===== src/hdl/pkt_macros.svh =====
`ifndef PKT_MACROS_SVH
`define PKT_MACROS_SVH

// Stream word and side-band widths
`define DATA_WIDTH     64
`define TUSER_WIDTH    32

// Packet length sits in user[15:0]
`define LEN_WIDTH      16
`define ETH_TYPE_WIDTH 16

// Words treated as header
// Needs 3 or more so the IPv4 protocol byte falls inside the header
`define MAX_HDR_WORDS  3

// Statistics sizing
`define NUM_CLASSES    4
`define CNT_WIDTH      32

// Header field values used by the classifier
`define ETH_TYPE_IPV4  16'h0800
`define IP_PROTO_TCP   8'd6
`define IP_PROTO_UDP   8'd17

`endif


===== src/hdl/pkt_types_pkg.sv =====
`include "pkt_macros.svh"

package pkt_types_pkg;

  // Stream data word, byte k in bits 8k+7:8k
  typedef logic [`DATA_WIDTH-1:0] pkt_data_t;

  // Side-band word
  // Low bits carry the packet length in bytes
  typedef logic [`TUSER_WIDTH-1:0] pkt_user_t;

  // Packet length in bytes
  typedef logic [`LEN_WIDTH-1:0] pkt_len_t;

  // Ethernet type field, frame bytes 12 and 13
  typedef logic [`ETH_TYPE_WIDTH-1:0] ethertype_t;

  // Monitor FSM states
  typedef enum logic [1:0] {
    IDLE     = 2'd0,  // Between packets, next word is word 0
    WAIT_HDR = 2'd1,  // Inside header, eoh not yet seen
    WAIT_EOP = 2'd2   // Header done, waiting for last
  } mon_state_t;

endpackage


===== src/hdl/stats_types_pkg.sv =====
`include "pkt_macros.svh"

package stats_types_pkg;

  // Class index and one counter value
  typedef logic [$clog2(`NUM_CLASSES)-1:0] class_id_t;
  typedef logic [`CNT_WIDTH-1:0] count_t;

  // One counter per class
  typedef count_t count_arr_t [`NUM_CLASSES];

  // Class encodings
  localparam class_id_t CLASS_NON_IP   = class_id_t'(0);
  localparam class_id_t CLASS_TCP      = class_id_t'(1);
  localparam class_id_t CLASS_UDP      = class_id_t'(2);
  localparam class_id_t CLASS_IP_OTHER = class_id_t'(3);  // ICMP, truncated IPv4 etc

endpackage


===== src/hdl/pkt_stream_if.sv =====
`timescale 1ns/1ps

// Annotated word stream between pipeline stages
// Valid only, a word moves in every cycle valid is high
interface pkt_stream_if import pkt_types_pkg::*; ();

  pkt_data_t data;
  pkt_user_t user;
  logic      valid;
  logic      last;   // Final word of packet
  logic      eoh;    // Final header word, one per packet

  modport src (
    output data, user, valid, last, eoh
  );

  modport dst (
    input data, user, valid, last, eoh
  );

endinterface


===== src/hdl/pkt_monitor.sv =====
`timescale 1ns/1ps
`include "pkt_macros.svh"

module pkt_monitor import pkt_types_pkg::*; (
  input  logic      clk,
  input  logic      reset,
  input  pkt_data_t s_data,
  input  pkt_user_t s_user,
  input  logic      s_valid,
  input  logic      s_last,
  pkt_stream_if.src mon,
  output logic      sample
);

  localparam int CNT_W = $clog2(`MAX_HDR_WORDS);
  localparam logic [CNT_W-1:0] HDR_LAST = CNT_W'(`MAX_HDR_WORDS - 1);  // Index of eoh word

  // First register stage
  pkt_data_t  in_data_d0;
  pkt_user_t  in_user_d0;
  logic       in_valid_d0;
  logic       in_last_d0;

  mon_state_t cur_state;
  mon_state_t nxt_state;
  logic [CNT_W-1:0] word_cnt;   // Index of the word now in stage 0
  logic [CNT_W-1:0] nxt_cnt;
  logic       eoh_c;            // Stage 0 word ends the header
  logic [1:0] sample_dly;       // Pulse chain towards sample

  always_ff @(posedge clk or posedge reset) begin
    if (reset) begin
      in_valid_d0 <= 1'b0;
      in_last_d0  <= 1'b0;
    end else begin
      in_valid_d0 <= s_valid;
      in_last_d0  <= s_last;
    end
  end

  always_ff @(posedge clk) begin
    in_data_d0 <= s_data;
    in_user_d0 <= s_user;
  end

  // Header tracking, gaps without valid leave state and count alone
  always_comb begin
    nxt_state = cur_state;
    nxt_cnt   = word_cnt;
    eoh_c     = 1'b0;
    case (cur_state)
      IDLE: begin
        if (in_valid_d0) begin
          if (in_last_d0) begin
            eoh_c = 1'b1;  // Single-word packet
          end else begin
            nxt_state = WAIT_HDR;
            nxt_cnt   = CNT_W'(1);
          end
        end
      end
      WAIT_HDR: begin
        if (in_valid_d0) begin
          if (in_last_d0 || word_cnt == HDR_LAST) begin
            eoh_c     = 1'b1;  // Header end or early end of packet
            nxt_state = in_last_d0 ? IDLE : WAIT_EOP;
          end else begin
            nxt_cnt = word_cnt + CNT_W'(1);
          end
        end
      end
      WAIT_EOP: begin
        if (in_valid_d0 && in_last_d0) nxt_state = IDLE;
      end
      default: nxt_state = IDLE;
    endcase
  end

  always_ff @(posedge clk or posedge reset) begin
    if (reset) begin
      cur_state  <= IDLE;
      word_cnt   <= '0;
      sample_dly <= 2'b00;
      sample     <= 1'b0;
      mon.valid  <= 1'b0;
      mon.last   <= 1'b0;
      mon.eoh    <= 1'b0;
    end else begin
      cur_state  <= nxt_state;
      word_cnt   <= nxt_cnt;
      sample_dly <= {sample_dly[0], eoh_c};
      sample     <= sample_dly[1];  // Two cycles behind mon.eoh
      mon.valid  <= in_valid_d0;
      mon.last   <= in_last_d0;
      mon.eoh    <= eoh_c;
    end
  end

  // Second stage payload
  always_ff @(posedge clk) begin
    mon.data <= in_data_d0;
    mon.user <= in_user_d0;
  end

endmodule


===== src/hdl/hdr_parser.sv =====
`timescale 1ns/1ps
`include "pkt_macros.svh"

module hdr_parser import pkt_types_pkg::*, stats_types_pkg::*; (
  input  logic      clk,
  input  logic      reset,
  pkt_stream_if.dst mon,
  output pkt_data_t m_data,
  output pkt_user_t m_user,
  output logic      m_valid,
  output logic      m_last,
  output logic      m_eoh,
  output class_id_t upd_class,
  output pkt_len_t  upd_len
);

  logic       first_word;  // Next valid word opens a packet
  logic [1:0] word_cnt;    // Index of next non-first word, saturates
  logic [1:0] word_idx;    // Index of the current word
  ethertype_t eth_field;   // Ethernet type position in word 1
  ethertype_t eth_type_q;
  ethertype_t eth_type;
  logic [7:0] ip_proto;
  logic       proto_ok;
  class_id_t  class_c;
  pkt_len_t   len_c;
  class_id_t  class_d1;
  pkt_len_t   len_d1;

  assign word_idx  = first_word ? 2'd0 : word_cnt;
  assign eth_field = {mon.data[39:32], mon.data[47:40]};  // Frame bytes 12, 13
  assign ip_proto  = mon.data[63:56];                     // Frame byte 23
  assign proto_ok  = (word_idx == 2'd2);                  // Protocol only in word 2
  assign len_c     = mon.user[`LEN_WIDTH-1:0];

  always_ff @(posedge clk or posedge reset) begin
    if (reset) begin
      first_word <= 1'b1;
      word_cnt   <= 2'd0;
      eth_type_q <= '0;
    end else if (mon.valid) begin
      first_word <= mon.last;
      if (first_word) begin
        word_cnt   <= 2'd1;
        eth_type_q <= '0;
      end else begin
        if (word_cnt != 2'd3) word_cnt <= word_cnt + 2'd1;
        if (word_idx == 2'd1) eth_type_q <= eth_field;
      end
    end
  end

  // Bypass so a 2-word packet sees its own Ethernet type
  always_comb begin
    case (word_idx)
      2'd0:    eth_type = '0;
      2'd1:    eth_type = eth_field;
      default: eth_type = eth_type_q;
    endcase
  end

  always_comb begin
    if (eth_type != `ETH_TYPE_IPV4)
      class_c = CLASS_NON_IP;
    else if (proto_ok && ip_proto == `IP_PROTO_TCP)
      class_c = CLASS_TCP;
    else if (proto_ok && ip_proto == `IP_PROTO_UDP)
      class_c = CLASS_UDP;
    else
      class_c = CLASS_IP_OTHER;  // Other protocol or none seen
  end

  // Result held at eoh, second stage lines up with sample
  always_ff @(posedge clk) begin
    if (mon.eoh) begin
      class_d1 <= class_c;
      len_d1   <= len_c;
    end
    upd_class <= class_d1;
    upd_len   <= len_d1;
  end

  // Stream forwarding, one cycle
  always_ff @(posedge clk or posedge reset) begin
    if (reset) begin
      m_valid <= 1'b0;
      m_last  <= 1'b0;
      m_eoh   <= 1'b0;
    end else begin
      m_valid <= mon.valid;
      m_last  <= mon.last;
      m_eoh   <= mon.eoh;
    end
  end

  always_ff @(posedge clk) begin
    m_data <= mon.data;
    m_user <= mon.user;
  end

endmodule


===== src/hdl/class_stats.sv =====
`timescale 1ns/1ps
`include "pkt_macros.svh"

module class_stats import pkt_types_pkg::*, stats_types_pkg::*; (
  input  logic      clk,
  input  logic      reset,
  input  logic      sample,      // One pulse per packet
  input  class_id_t upd_class,
  input  pkt_len_t  upd_len,
  input  logic      stat_rd,
  input  class_id_t stat_class,
  output count_t    stat_pkts,
  output count_t    stat_bytes,
  output logic      stat_valid
);

  count_arr_t pkt_cnt;   // Packets per class
  count_arr_t byte_cnt;  // Bytes per class

  // Counters wrap at full width
  always_ff @(posedge clk or posedge reset) begin
    if (reset) begin
      for (int i = 0; i < `NUM_CLASSES; i++) begin
        pkt_cnt[i]  <= '0;
        byte_cnt[i] <= '0;
      end
    end else if (sample) begin
      pkt_cnt[upd_class]  <= pkt_cnt[upd_class] + count_t'(1);
      byte_cnt[upd_class] <= byte_cnt[upd_class] + count_t'(upd_len);
    end
  end

  // Read strobe delayed one cycle
  always_ff @(posedge clk or posedge reset) begin
    if (reset) begin
      stat_valid <= 1'b0;
    end else begin
      stat_valid <= stat_rd;
    end
  end

  // Registered read mux
  // Same-cycle update is seen on the next read
  always_ff @(posedge clk) begin
    if (stat_rd) begin
      stat_pkts  <= pkt_cnt[stat_class];
      stat_bytes <= byte_cnt[stat_class];
    end
  end

endmodule


===== src/hdl/monitor_top.sv =====
`timescale 1ns/1ps

module monitor_top import pkt_types_pkg::*, stats_types_pkg::*; (
  input  logic      clk,
  input  logic      reset,
  // Input stream
  input  pkt_data_t s_data,
  input  pkt_user_t s_user,
  input  logic      s_valid,
  input  logic      s_last,
  // Output stream 3 cycles behind input
  output pkt_data_t m_data,
  output pkt_user_t m_user,
  output logic      m_valid,
  output logic      m_last,
  output logic      m_eoh,
  // Counter read port
  input  logic      stat_rd,
  input  class_id_t stat_class,
  output count_t    stat_pkts,
  output count_t    stat_bytes,
  output logic      stat_valid
);

  logic      sample;     // Per-packet pulse from monitor
  class_id_t upd_class;
  pkt_len_t  upd_len;

  pkt_stream_if mon_bus ();

  pkt_monitor u_monitor (
    .clk     (clk),
    .reset   (reset),
    .s_data  (s_data),
    .s_user  (s_user),
    .s_valid (s_valid),
    .s_last  (s_last),
    .mon     (mon_bus.src),
    .sample  (sample)
  );

  hdr_parser u_parser (
    .clk       (clk),
    .reset     (reset),
    .mon       (mon_bus.dst),
    .m_data    (m_data),
    .m_user    (m_user),
    .m_valid   (m_valid),
    .m_last    (m_last),
    .m_eoh     (m_eoh),
    .upd_class (upd_class),
    .upd_len   (upd_len)
  );

  class_stats u_stats (
    .clk        (clk),
    .reset      (reset),
    .sample     (sample),
    .upd_class  (upd_class),
    .upd_len    (upd_len),
    .stat_rd    (stat_rd),
    .stat_class (stat_class),
    .stat_pkts  (stat_pkts),
    .stat_bytes (stat_bytes),
    .stat_valid (stat_valid)
  );

endmodule


===== config.mk =====
export PLATFORM = sky130hd
export DESIGN_NAME = monitor_top
export DESIGN_NICKNAME = d
export VERILOG_FILES = /design/src/hdl/pkt_types_pkg.sv /design/src/hdl/stats_types_pkg.sv /design/src/hdl/pkt_stream_if.sv /design/src/hdl/pkt_monitor.sv /design/src/hdl/hdr_parser.sv /design/src/hdl/class_stats.sv /design/src/hdl/monitor_top.sv
export VERILOG_INCLUDE_DIRS = /design/src /design/src/hdl
export SDC_FILE = /design/constraint.sdc
export NUM_CORES = 1
export LEC_CHECK = 0
export ABC_AREA = 1
export CAP_MARGIN = 25
export CORE_AREA = 2 2 210 212
export DETAILED_ROUTE_END_ITERATION = 8
export DIE_AREA = 0 0 212 214
export DONT_BUFFER_PORTS = 1
export GPL_ROUTABILITY_DRIVEN = 1
export PLACE_DENSITY_LB_ADDON = 0.2
export SYNTH_ARGS = -nofsm -noshare
export SYNTH_HDL_FRONTEND = slang
export SYNTH_SLANG_ARGS = --single-unit

===== constraint.sdc =====
create_clock -name clk -period 25.9 [get_ports clk]
set_input_delay 2.59 -clock clk [delete_from_list [all_inputs] [get_ports clk]]
set_output_delay 2.59 -clock clk [all_outputs]
set_load 0.02 [all_outputs]

==> summary.txt, run 1 <==
Logic synthesis
  – Synthesis warning total: 0
  – Mean Syn Cell Area: 8.86 um2
  – Mapped Cells: 2,891
  – Post-synth top flop: dfxtp_1
  – Post-synthesis register bit count: 677
  – Sequential share of the synthesized area: 61.8%
  – Syn_nets: 3,014
  – Post-synth ARST share: 42.7%
  – Area contributors post-synth: dfrtp_1 28%, dfxtp_1 24%, nand2_1 15%
  – Yosys top cell by area: dfrtp_1
  – Number of enable flip-flop cells after synthesis: 82
  – Mapped Area: 25,600 um2
  – Top cell type's share of synthesized area: 28.1%
  – Synth unique cells: 46

Floorplanning
  – IO Count: 267
  – DIE HEIGHT: 214 um
  – Core area: 42,900 um2
  – Die width: 212 um
  – Starting Density: 59.7%
  – Die area: 45,400 um2
  – Std cell rows: 76

Critical path
  – CP Capture Type: flop
  – WP data required: 26.34 ns
  – CP Class: flop to flop
  – CP Max Fanout: 31
  – Critical Path Start Type: flop
  – Arr. time, crit path: 4.69 ns
  – Worst Setup SP: u_parser.upd_class[0]
  – Worst R2R Start: u_parser.upd_class[0]

Clocking
  – Hold_buf cts: 0
  – CTS buffer count: 68
  – H-tree depth: 3
  – Post-CTS setup buffer count: 0
  – Sink Count: 677
  – Post-cts sizing count: 0
  – Clk buf depth: 3
  – Clock root cell: clkbuf_16
  – Reg clk slew, reported paths: 0.07 ns
  – Clk_lat worst skew: 0.61 ns
  – CTS tree: done

Place
  – GPL Wtd Cong: 0.947
  – DPL Wire Length: 40.0 mm
  – Inst Count DP: 3,363
  – Place WS: 21.38 ns
  – Buffers on Ports: 0

Global routing
  – GRT Max-Usage Layer: met2
  – Grt met3 use: 7.84%
  – Vias in the first global route: 19,900
  – Overall Global Routing Usage: 30.2%
  – M2 GR Usage: 49.3%
  – Overflow left after global routing: 0
  – Initial antenna violation count: 3
  – Largest net degree at the start of global routing: 191
  – First-pass GRT wire length: 107 mm
  – Met1 track demand over resource: 38.1%

Pwr
  – PD cells: 97.9 nW/um2
  – Design Power: 2.78 mW
  – Leak Pwr: 13.2 nW
  – Peak VDD IR: 0.0000793 V

Timing
  – RSZ-0062 raised after global routing: no
  – Setup slack after layout: 21.65 ns
  – Crit path time final: 4.25 ns
  – Final Hold Fails: 0
  – Pins Over Slew Limit: 0
  – Skew final: 0.0140 ns
  – Setup tns final: 0 ns
  – Worst slew pin tran: 1.08 ns
  – Worst slew margin relative to its limit: 27.7%
  – Hold WS: 0.320 ns
  – Final Setup Violations: 0
  – FMAX: 235 MHz
  – Period utilization: 16.4%

Route
  – Vias per inst: 5.66
  – Via count: 19,800
  – DRT antenna net count: 0
  – Initial drt markers: 2,106
  – WL per Instance: 19.3 um
  – DRC Markers: 0
  – DRT Pass-1 Iters: 6
  – Post-Route WL: 67.5 mm

Cells and area
  – Layout cells sized above 1: 5.58%
  – Fin cells: 3,493
  – Area Overhead vs Synth: 10.7%
  – Nets: 2,973
  – Filler instances: 3,387

Job
  – Max-cap violations: 0

Worst hold path
  – Hold Crit Start: u_monitor.in_data_d0[4]
  – Hold Path Class: flop to flop

Run status
  – Status: finished, final reports clean
==> cells by family (layout without fill, tap and decap cells) <==
logic type | after synthesis | in the layout | share of synthesized area, %
xor+xnor | 26 | 26 | 0.977
other cells | 0 | 4 | 0
flops | 677 | 677 | 61.8
buf+inv | 284 | 297 | 4.52
compound gates | 409 | 409 | 8.66
fa+ha+maj | 20 | 20 | 1.01
simple gates | 1475 | 1475 | 23.1
==> per-stage QoR <==
stage / util (%) / cell area, um2
3_5_place_dp: 60.5 / 26000
6_report: 66.1 / 28300
4_1_cts: 65.9 / 28300
2_1_floorplan: - / 25600
5_1_grt: 66.1 / 28300
3_3_place_gp: 60.5 / 26000
==> final timing paths <==
check / endpoint / slack, ns / depth (start not counted)
worst max-delay path: u_stats.byte_cnt[48] / 21.65 / 13
worst min-delay path: u_monitor.mon.data[4] / 0.32 / 0
worst max register to register: u_stats.byte_cnt[48] / 21.65 / 13
worst min register to register: u_monitor.mon.data[4] / 0.32 / 0
max in group asynchronous: u_stats.pkt_cnt[116] / 22.43 / 2
min in group asynchronous: u_monitor.in_last_d0 / 1.93 / 1
==> layer usage <==
layer,part of all wire (%),vias to the layer above
met5,0,-
met4,3.8,0
met3,9.2,184
met2,48,954
met1,39,9374
li1,-,9270
==> worst max-delay path, stage by stage (launching register included) <==
cell     delay, ns
dfxtp_2       0.91
nand2_2       0.32
inv_1         0.56
buf_4         0.39
a22oi_1       0.13
nand2_1       0.07
ha_1          0.27
a21oi_1       0.24
nor2_1        0.07
nor2_1        0.10
nand3_1       0.20
a21oi_1       0.37
xor2_1        0.30
o21ai_0       0.12
==> cells in the mapped netlist, types with 2 or more instances <==
cell type  count
a21oi_1       28
a22oi_1       25
and2_1         2
buf_1          8
buf_2         15
buf_4          6
buf_6          6
clkbuf_1      96
dfrtp_1      288
dfxtp_1      306
edfxtp_1      82
ha_1          19
inv_1        148
inv_2          2
inv_4          2
nand2_1     1013
nand2_2        3
nand3_1      187
nand3b_1      10
nand4_1        8
nor2_1       229
nor2_2         6
nor2_4         3
nor3_1         5
nor4_1         4
o21ai_0      274
o21ai_1       14
o221ai_1       4
o22ai_1       56
or2_2          3
xnor2_1       12
xor2_1        11
xor2_2         3
==> report_power, final <==
group	internal [mW]	leakage (nW)	switching, mW
logic	0.138	4.78	0.318
registers	1.20	7.26	0.114
clock network	0.593	1.15	0.415
total	1.93	13.2	0.848
==> cells in the final DEF (no fill, tap or decap), drive strengths merged, types with 2 or more instances in the layout <==
cell type | synthesis | routed
diode | 0 | 4
nor3 | 6 | 6
nor2 | 238 | 238
or2 | 3 | 3
nand3b | 10 | 10
dfrtp | 288 | 288
dfxtp | 306 | 306
o21ai | 288 | 288
a22oi | 25 | 25
and2 | 2 | 2
xor2 | 14 | 14
o22ai | 56 | 56
buf | 35 | 20
nor4 | 4 | 4
nand2 | 1016 | 1016
inv | 152 | 151
nand3 | 187 | 187
xnor2 | 12 | 12
a21oi | 28 | 28
o221ai | 4 | 4
ha | 19 | 19
edfxtp | 82 | 82
clkinv | 1 | 23
clkbuf | 96 | 98
bufinv | 0 | 4
nand4 | 8 | 8
==> final cells by class <==
class	count	area, um2	area share [%]
diodes	4	10.0	0.0353
clock buffers	98	2030	7.17
clock inverters	26	298	1.05
inverters	153	593	2.09
multi-input cells	1930	8660	30.5
flip-flops and latches	677	15800	55.8
well taps	585	732	2.58
repair buffers	20	203	0.715
==> flip-flops by register name (all words and copies together), names as in the netlist, 16 cells and up <==
| register | count |
|---|---|
| u_monitor.in_data_d0 | 64 |
| u_monitor.in_user_d0 | 32 |
| u_monitor.mon.data | 64 |
| u_monitor.mon.user | 32 |
| u_parser.eth_type_q | 16 |
| u_parser.len_d1 | 16 |
| u_parser.m_data | 64 |
| u_parser.m_user | 32 |
| u_parser.upd_len | 16 |
| u_stats.byte_cnt | 128 |
| u_stats.pkt_cnt | 128 |
| u_stats.stat_bytes | 32 |
| u_stats.stat_pkts | 32 |
No activity file was read; power rests on OpenSTA's default activity.
==> run 2: changes to the inputs <==
--- a/config.mk
+++ b/config.mk
@@ -6,11 +6,11 @@
 export SDC_FILE = /design/constraint.sdc
 export NUM_CORES = 1
 export LEC_CHECK = 0
-export ABC_AREA = 1
+export ABC_AREA = 0
 export CAP_MARGIN = 25
-export CORE_AREA = 2 2 210 212
+export CORE_AREA = 2 2 203 205
 export DETAILED_ROUTE_END_ITERATION = 8
-export DIE_AREA = 0 0 212 214
+export DIE_AREA = 0 0 205 207
 export DONT_BUFFER_PORTS = 1
 export GPL_ROUTABILITY_DRIVEN = 1
 export PLACE_DENSITY_LB_ADDON = 0.2
==> constraint.sdc (replaced) <==
create_clock -name clk -period 4.4 [get_ports clk]
set_input_delay 0.44 -clock clk [delete_from_list [all_inputs] [get_ports clk]]
set_output_delay 0.44 -clock clk [all_outputs]
set_load 0.02 [all_outputs]
==> run 2 against run 1 <==
Cell count shrank 31%. Sequential power rose to 5.8 times the previous value. Global-route usage down 6.5 points. Count of clock-buffer cells in the layout decreased by 1. Flip-flop and latch count unchanged. First-iteration DRC count down 57%.
==> summary.txt, run 2 <==
Pwr
  – Logic gate share of total power: 13.2% (-3.2 points)
  – Psw: 4.15 mW (+390%)
  – PD cells: 566 nW/um2 (+480%)
  – Switching share of power: 26.6% (-3.9 points)
  – Peak VDD IR: 0.000633 V (+700%)
  – Clk pwr share: 37.8% (+1.5 points)
  – Leak Pwr: 11.5 nW (-13%)
  – Register share of total power: 49.0% (+1.7 points)
  – Cell-internal power: 11.4 mW (+490%)

Logic synthesis
  – Mapped Cells: 1,727 (-40%)
  – Most common cell in the netlist: dfxtp_1
  – Area contributors post-synth: dfrtp_1 30%, dfxtp_1 26%, edfxtp_1 10%
  – Commonest cells post-synth: 306 x dfxtp_1, 292 x nand2_1, 288 x dfrtp_1
  – Post-synth top flop: dfxtp_1
  – Mean Syn Cell Area: 13.8 um2 (+55%)
  – Sequential share of the synthesized area: 66.5% (+4.7 points)
  – Synthesis warning total: 0 (unchanged)
  – Synth unique cells: 67 (+46%)
  – Syn_nets: 1,850 (-39%)
  – Post-synth ARST share: 42.7% (unchanged)
  – Number of enable flip-flop cells after synthesis: 82 (unchanged)
  – Yosys top cell by area: dfrtp_1
  – Top cell type's share of synthesized area: 30.3% (+2.2 points)
  – Mapped Area: 23,800 um2 (-7.1%)
  – Post-synthesis register bit count: 677 (unchanged)

Timing
  – Skew final: 0.0155 ns (+0.00156 ns)
  – Worst slew margin relative to its limit: 33.7% (+5.9 points)
  – Crit path time final: 3.65 ns (-0.605 ns)
  – Setup tns final: 0 ns (unchanged)
  – Worst slew pin tran: 0.995 ns (-0.0890 ns)
  – Period utilization: 82.8% (+66 points)
  – Pins Over Slew Limit: 0 (unchanged)
  – Final Setup Violations: 0 (unchanged)
  – RSZ-0062 raised after global routing: no
  – FMAX: 274 MHz (+17%)
  – Final Hold Fails: 0 (unchanged)

Global routing
  – Overflow left after global routing: 0 (unchanged)
  – Initial antenna violation count: 0 (-3)
  – Overall Global Routing Usage: 23.7% (-6.5 points)
  – First-pass GRT wire length: 78.5 mm (-27%)
  – Largest net degree at the start of global routing: 169 (-12%)
  – Vias in the first global route: 14,200 (-29%)

Route
  – Via count: 13,700 (-31%)
  – Initial drt markers: 915 (-57%)
  – DRT Pass-1 Iters: 7 (+1)
  – WL per Instance: 20.4 um (+5.6%)
  – DRC Markers: 0 (unchanged)
  – DRT antenna net count: 0 (unchanged)
  – Post-Route WL: 49.1 mm (-27%)
  – Vias per inst: 5.68 (+0.34%)

Critical path
  – Arr. time, crit path: 4.08 ns (-0.61 ns)
  – FF-to-FF End: u_stats.byte_cnt[16]
  – WP data required: 4.83 ns (-21.51 ns)
  – CP Capture Type: flop
  – Worst R2R Start: u_parser.upd_class[1]
  – Worst Setup SP: u_parser.upd_class[1]
  – Critical Path Start Type: flop
  – CP Class: flop to flop
  – Worst Setup EP: u_stats.byte_cnt[16]
  – R2r setup slk: 0.75 ns (-20.89 ns)
  – CP Max Fanout: 22 (-29%)
  – Worst reg2reg path depth: 10 (-3)

Run status
  – Status: finished, final reports clean

Clocking
  – Post-cts sizing count: 0 (unchanged)
  – Clk buf depth: 3 (unchanged)
  – CTS tree: done
  – Sink Count: 677 (unchanged)
  – Reg clk slew, reported paths: 0.06 ns (about the same)
  – Clock root cell: clkbuf_16
  – CTS buffer count: 68 (unchanged)
  – H-tree depth: 3 (unchanged)
  – Clk_lat worst skew: 0.59 ns (-0.02 ns)

Cells and area
  – Number of diodes: 0 (-4)
  – Sequential cell area: 15,800 um2 (about the same)
  – Layout cells sized above 1: 13.6% (+8.0 points)
  – Filler instances: 2,791 (-18%)
  – Most common cell after layout, fill and taps aside: dfxtp_1
  – Area Overhead vs Synth: 15.8%
  – Multi-input gate area: 7470 um2 (-14%)
  – Largest regs: u_stats.byte_cnt: 128 flops, u_stats.pkt_cnt: 128 flops
  – Final Instance Area: 27,500 um2 (-2.8%)
  – Nets: 1,943 (-35%)
  – Most frequent cells in the layout: 304 x dfxtp_1, 292 x nand2_1, 288 x dfrtp_1

Floorplanning
  – Die area: 42,400 um2 (-6.5%)
  – Die width: 205 um (-3.3%)
  – Std cell rows: 74 (-2.6%)
  – IO Count: 267 (unchanged)
  – Core area: 40,400 um2 (-5.9%)
  – DIE HEIGHT: 207 um (-3.3%)
  – Starting Density: 58.9% (-0.80 points)

Job
  – Max-cap violations: 0 (unchanged)

Worst hold path
  – Hold Path Class: input pin to flop

Place
  – Buffers on Ports: 0 (unchanged)
  – Cell Area, Placed: 24,200 um2 (-6.8%)
  – DPL Wire Length: 27.4 mm (-32%)
  – GPL Wtd Cong: 0.779 (-18%)
-- run 2: kinds of logic (layout without fill, tap and decap cells) --
| logic type | Yosys count | count (layout) | share of synthesized area (%) |
|---|---|---|---|
| XOR/XNOR | 65 | 65 | 2.39 |
| AO/OA/AOI/OAI | 314 | 314 | 7.01 |
| adder cells (fa/ha/maj) | 20 | 20 | 1.08 |
| buffers and inverters | 103 | 250 | 2.13 |
| AND/OR/NAND/NOR | 409 | 409 | 7.82 |
| multiplexers | 139 | 139 | 13.1 |
| flip-flops | 677 | 677 | 66.5 |
-- run 2: area by class of cell --
type / instances / area share, %
flip-flops and latches: 677 / 57.5
multi-input cells: 947 / 27.1
clock buffers: 97 / 7.28
repair buffers: 117 / 4.39
well taps: 532 / 2.42
clock inverters: 27 / 1.19
inverters: 9 / 0.136
-- run 2: power groups by stage --
stage / sequential [mW] / clock [mW] / combinational [mW]
4_1_cts: 7.63 / 6.01 / 2.06
2_1_floorplan: 7.57 / 0 / 1.58
3_5_place_dp: 7.74 / 0 / 1.96
6_report: 7.64 / 5.89 / 2.06
5_1_grt: 7.71 / 6.25 / 2.32
3_3_place_gp: 7.70 / 0 / 1.91
-- run 2: critical path, cell delays in order, from the launching register on --
cell and delay (ns):
dfxtp_4 0.65, mux4_2 0.57, ha_1 0.22, fa_1 0.42, nand3_1 0.12, a32oi_1 0.16, a31oi_1 0.31, or3_1 0.44
nand2_1 0.12, xnor2_1 0.31, o21ai_0 0.16
-- run 2: through the flow --
stage	setup slack (ns)	std cells	utilization [%]	total power, mW	hold WS (ns)
floorplan	0.128	1727	-	9.15	0.310
global placement	0.863	2182	59.9	9.61	0.218
detailed placement	0.741	2182	59.9	9.70	0.216
CTS	0.682	2406	68.2	15.7	0.0945
global route	0.472	2406	68.2	16.3	0.101
finish	0.755	2406	68.2	15.6	0.114
-- run 2: repair_timing --
| item | CTS | global route |
|---|---|---|
| hold buffers | 100 | 0 |
| hold endpoints to repair | 181 | 0 |
| buffers inserted | 0 | 0 |
-- run 2: routing by layer --
metal,share of wire [%],global-route usage (%),vias to the layer above
met5,0,0,-
met4,1.9,7.10,0
met3,6.8,6.26,73
met2,48,37.0,417
met1,43,33.1,6821
li1,-,-,6361
-- run 2: how the worst min path moves through the flow --
stage	start	to	slack, ns	depth (start not counted)
floorplan	u_monitor.in_data_d0[0]	u_monitor.mon.data[0]	0.31	0
finish	stat_class[0]	u_stats.stat_bytes[25]	0.11	1
detailed placement	reset	u_stats.stat_valid	0.22	1
CTS	stat_class[0]	u_stats.stat_bytes[25]	0.09	1
global route	stat_class[0]	u_stats.stat_bytes[26]	0.10	1
global placement	reset	u_stats.stat_valid	0.22	1
==> run 3: changes to the inputs <==
--- a/config.mk
+++ b/config.mk
@@ -8,9 +8,9 @@
 export LEC_CHECK = 0
 export ABC_AREA = 0
 export CAP_MARGIN = 25
-export CORE_AREA = 2 2 203 205
+export CORE_AREA = 2 2 210 212
 export DETAILED_ROUTE_END_ITERATION = 8
-export DIE_AREA = 0 0 205 207
+export DIE_AREA = 0 0 212 214
 export DONT_BUFFER_PORTS = 1
 export GPL_ROUTABILITY_DRIVEN = 1
 export PLACE_DENSITY_LB_ADDON = 0.2
==> constraint.sdc (replaced) <==
create_clock -name clk -period 3.3 [get_ports clk]
set_input_delay 0.33 -clock clk [delete_from_list [all_inputs] [get_ports clk]]
set_output_delay 0.33 -clock clk [all_outputs]
set_load 0.02 [all_outputs]
==> run 3 against run 2 <==
Design area is 2.2% higher. Power is 35% higher. Non-clock buffer count is 45 higher. Critical path depth is 1 higher. Core utilization is 2.6 points lower. Global-route usage is 1.7 points lower. Flip-flop and latch count stayed put. Count of clock-buffer cells in the layout is 2 lower. Combinational power is 46% higher. Clock skew is 0.012 ns higher. Critical path type unchanged. Largest cell class unchanged.
==> summary.txt, run 3 (synthesis gave the netlist of run 2 again) <==
Critical path
  – Arr. time, crit path: 3.58 ns (-0.50 ns)
  – WP data required: 3.76 ns (-1.07 ns)
  – CP Class: flop to flop
  – Critical Path Start Type: flop
  – CP Max Fanout: 10 (-55%)
  – CP Capture Type: flop

Global routing
  – First-pass GRT wire length: 77.9 mm (-0.82%)
  – Initial antenna violation count: 1 (+1)
  – Largest net degree at the start of global routing: 107 (-37%)
  – Overall Global Routing Usage: 22.0% (-1.7 points)
  – Vias in the first global route: 14,200 (+0.42%)
  – Overflow left after global routing: 0 (unchanged)

Floorplanning
  – Std cell rows: 76 (+2.7%)
  – Die width: 212 um (+3.4%)
  – DIE HEIGHT: 214 um (+3.4%)
  – Starting Density: 55.5% (-3.5 points)
  – IO Count: 267 (unchanged)
  – Die area: 45,400 um2 (+6.9%)
  – Core area: 42,900 um2 (+6.2%)

Cells and area
  – Area Overhead vs Synth: 18.3%
  – Final Instance Area: 28,100 um2 (+2.2%)
  – Nets: 1,988 (+2.3%)
  – Largest regs: u_stats.byte_cnt: 128 flops, u_stats.pkt_cnt: 128 flops
  – Layout cells sized above 1: 16.4% (+2.9 points)
  – Most common cell after layout, fill and taps aside: dfxtp_1
  – Number of diodes: 0 (unchanged)
  – Most frequent cells in the layout: 304 x dfxtp_1, 292 x nand2_1, 288 x dfrtp_1

Pwr
  – PD cells: 745 nW/um2 (+32%)
  – Peak VDD IR: 0.000587 V (-7.3%)
  – Design Power: 21.0 mW (+35%)
  – Leak Pwr: 11.7 nW (+1.9%)

Route
  – Vias per inst: 5.49 (-3.3%)
  – Initial drt markers: 913 (-0.22%)
  – Via count: 13,800 (+0.67%)
  – DRC Markers: 0 (unchanged)
  – Post-Route WL: 47.8 mm (-2.7%)
  – DRT Pass-1 Iters: 5 (-2)
  – WL per Instance: 19.1 um (-6.5%)
  – DRT antenna net count: 0 (unchanged)

Place
  – Cell Area, Placed: 24,700 um2 (+2.2%)
  – Buffers on Ports: 0 (unchanged)
  – DPL Wire Length: 28.6 mm (+4.4%)
  – GPL Wtd Cong: 0.802 (+3.1%)

Clocking
  – Clock root cell: clkbuf_16
  – CTS buffer count: 68 (unchanged)
  – CTS tree: done
  – Reg clk slew, reported paths: 0.06 ns (about the same)
  – Sink Count: 677 (unchanged)
  – Clk_lat worst skew: 0.60 ns (about the same)
  – Clk buf depth: 3 (unchanged)
  – H-tree depth: 3 (unchanged)

Timing
  – Pins Over Slew Limit: 0 (unchanged)
  – Worst slew pin tran: 0.883 ns (-0.112 ns)
  – Crit path time final: 3.13 ns (-0.517 ns)
  – Final Hold Fails: 0 (unchanged)
  – FMAX: 320 MHz (+17%)
  – Period utilization: 94.8% (+12 points)
  – Final Setup Violations: 0 (unchanged)
  – RSZ-0062 raised after global routing: no
  – Skew final: 0.0274 ns (+0.0119 ns)
  – Worst slew margin relative to its limit: 41.1% (+7.5 points)

Job
  – Max-cap violations: 0 (unchanged)

Worst hold path
  – Hold Path Class: input pin to flop

Run status
  – Status: finished, final reports clean
[run 3: per-stage QoR]
stage	utilization, %	hold slack [ns]	cells	worst slack, ns	setup TNS, ns
after floorplan	-	0.310	1727	-0.862	-250.97
after global placement	57.7	0.263	2274	0.0821	0
after detailed placement	57.7	0.267	2274	0.0773	0
after CTS	65.5	0.000864	2501	0.0183	0
after global routing	65.6	0.0248	2505	0.00537	0
final	65.6	0.0470	2505	0.172	0
[run 3: power breakdown]
group | switching, mW | total (mW) | internal (mW)
sequential | 0.810 | 10.2 | 9.36
clock | 3.15 | 7.79 | 4.64
combinational | 1.56 | 3.01 | 1.45
[run 3: routing by layer]
layer / up-vias / global-route usage [%] / share of wire [%]
met2: 350 / 35.7 / 50
met5: - / 0 / 0
met3: 67 / 4.52 / 5.4
li1: 6448 / - / -
met4: 0 / 6.76 / 1.8
met1: 6898 / 30.1 / 43
[run 3: worst max-delay path: stages, from the launching register on]
cell and delay, ns:
dfxtp_4 0.38, buf_12 0.15, mux4_2 0.50, ha_1 0.35
a21oi_1 0.19, o21ai_0 0.16, a221oi_2 0.36, o221ai_2 0.16
buf_4 0.19, nand4_1 0.13, xor2_1 0.30, o21ai_1 0.10
[run 3: repair_timing]
action / in CTS / in global routing
endpoints found under the hold margin: 183 / 1
setup endpoints to repair: 0 / 62
hold buffers: 102 / 1
buffers inserted: 0 / 3
resized for setup: 0 / 1
[run 3: cell type report]
cell class,count,area (um2)
flip-flops and latches,677,15800
fillers,3139,14700
multi-input cells,947,7610
clock buffers,95,1950
repair buffers,162,1630
well taps,585,732
clock inverters,30,360
inverters,9,37.5
[run 3: path summary, 6_finish.rpt]
path / start / end / slack, ns / cells past startpoint
worst min-delay path: stat_class[0] / u_stats.stat_pkts[31] / 0.05 / 1
max in group asynchronous: reset / u_parser.eth_type_q[4] / 2.02 / 3
min in group asynchronous: reset / u_stats.pkt_cnt[101] / 0.29 / 2
worst max-delay path: u_parser.upd_class[1] / u_stats.byte_cnt[61] / 0.17 / 11
worst max register to register: u_parser.upd_class[1] / u_stats.byte_cnt[61] / 0.17 / 11
worst min register to register: u_monitor.in_user_d0[8] / u_monitor.mon.user[8] / 0.32 / 0
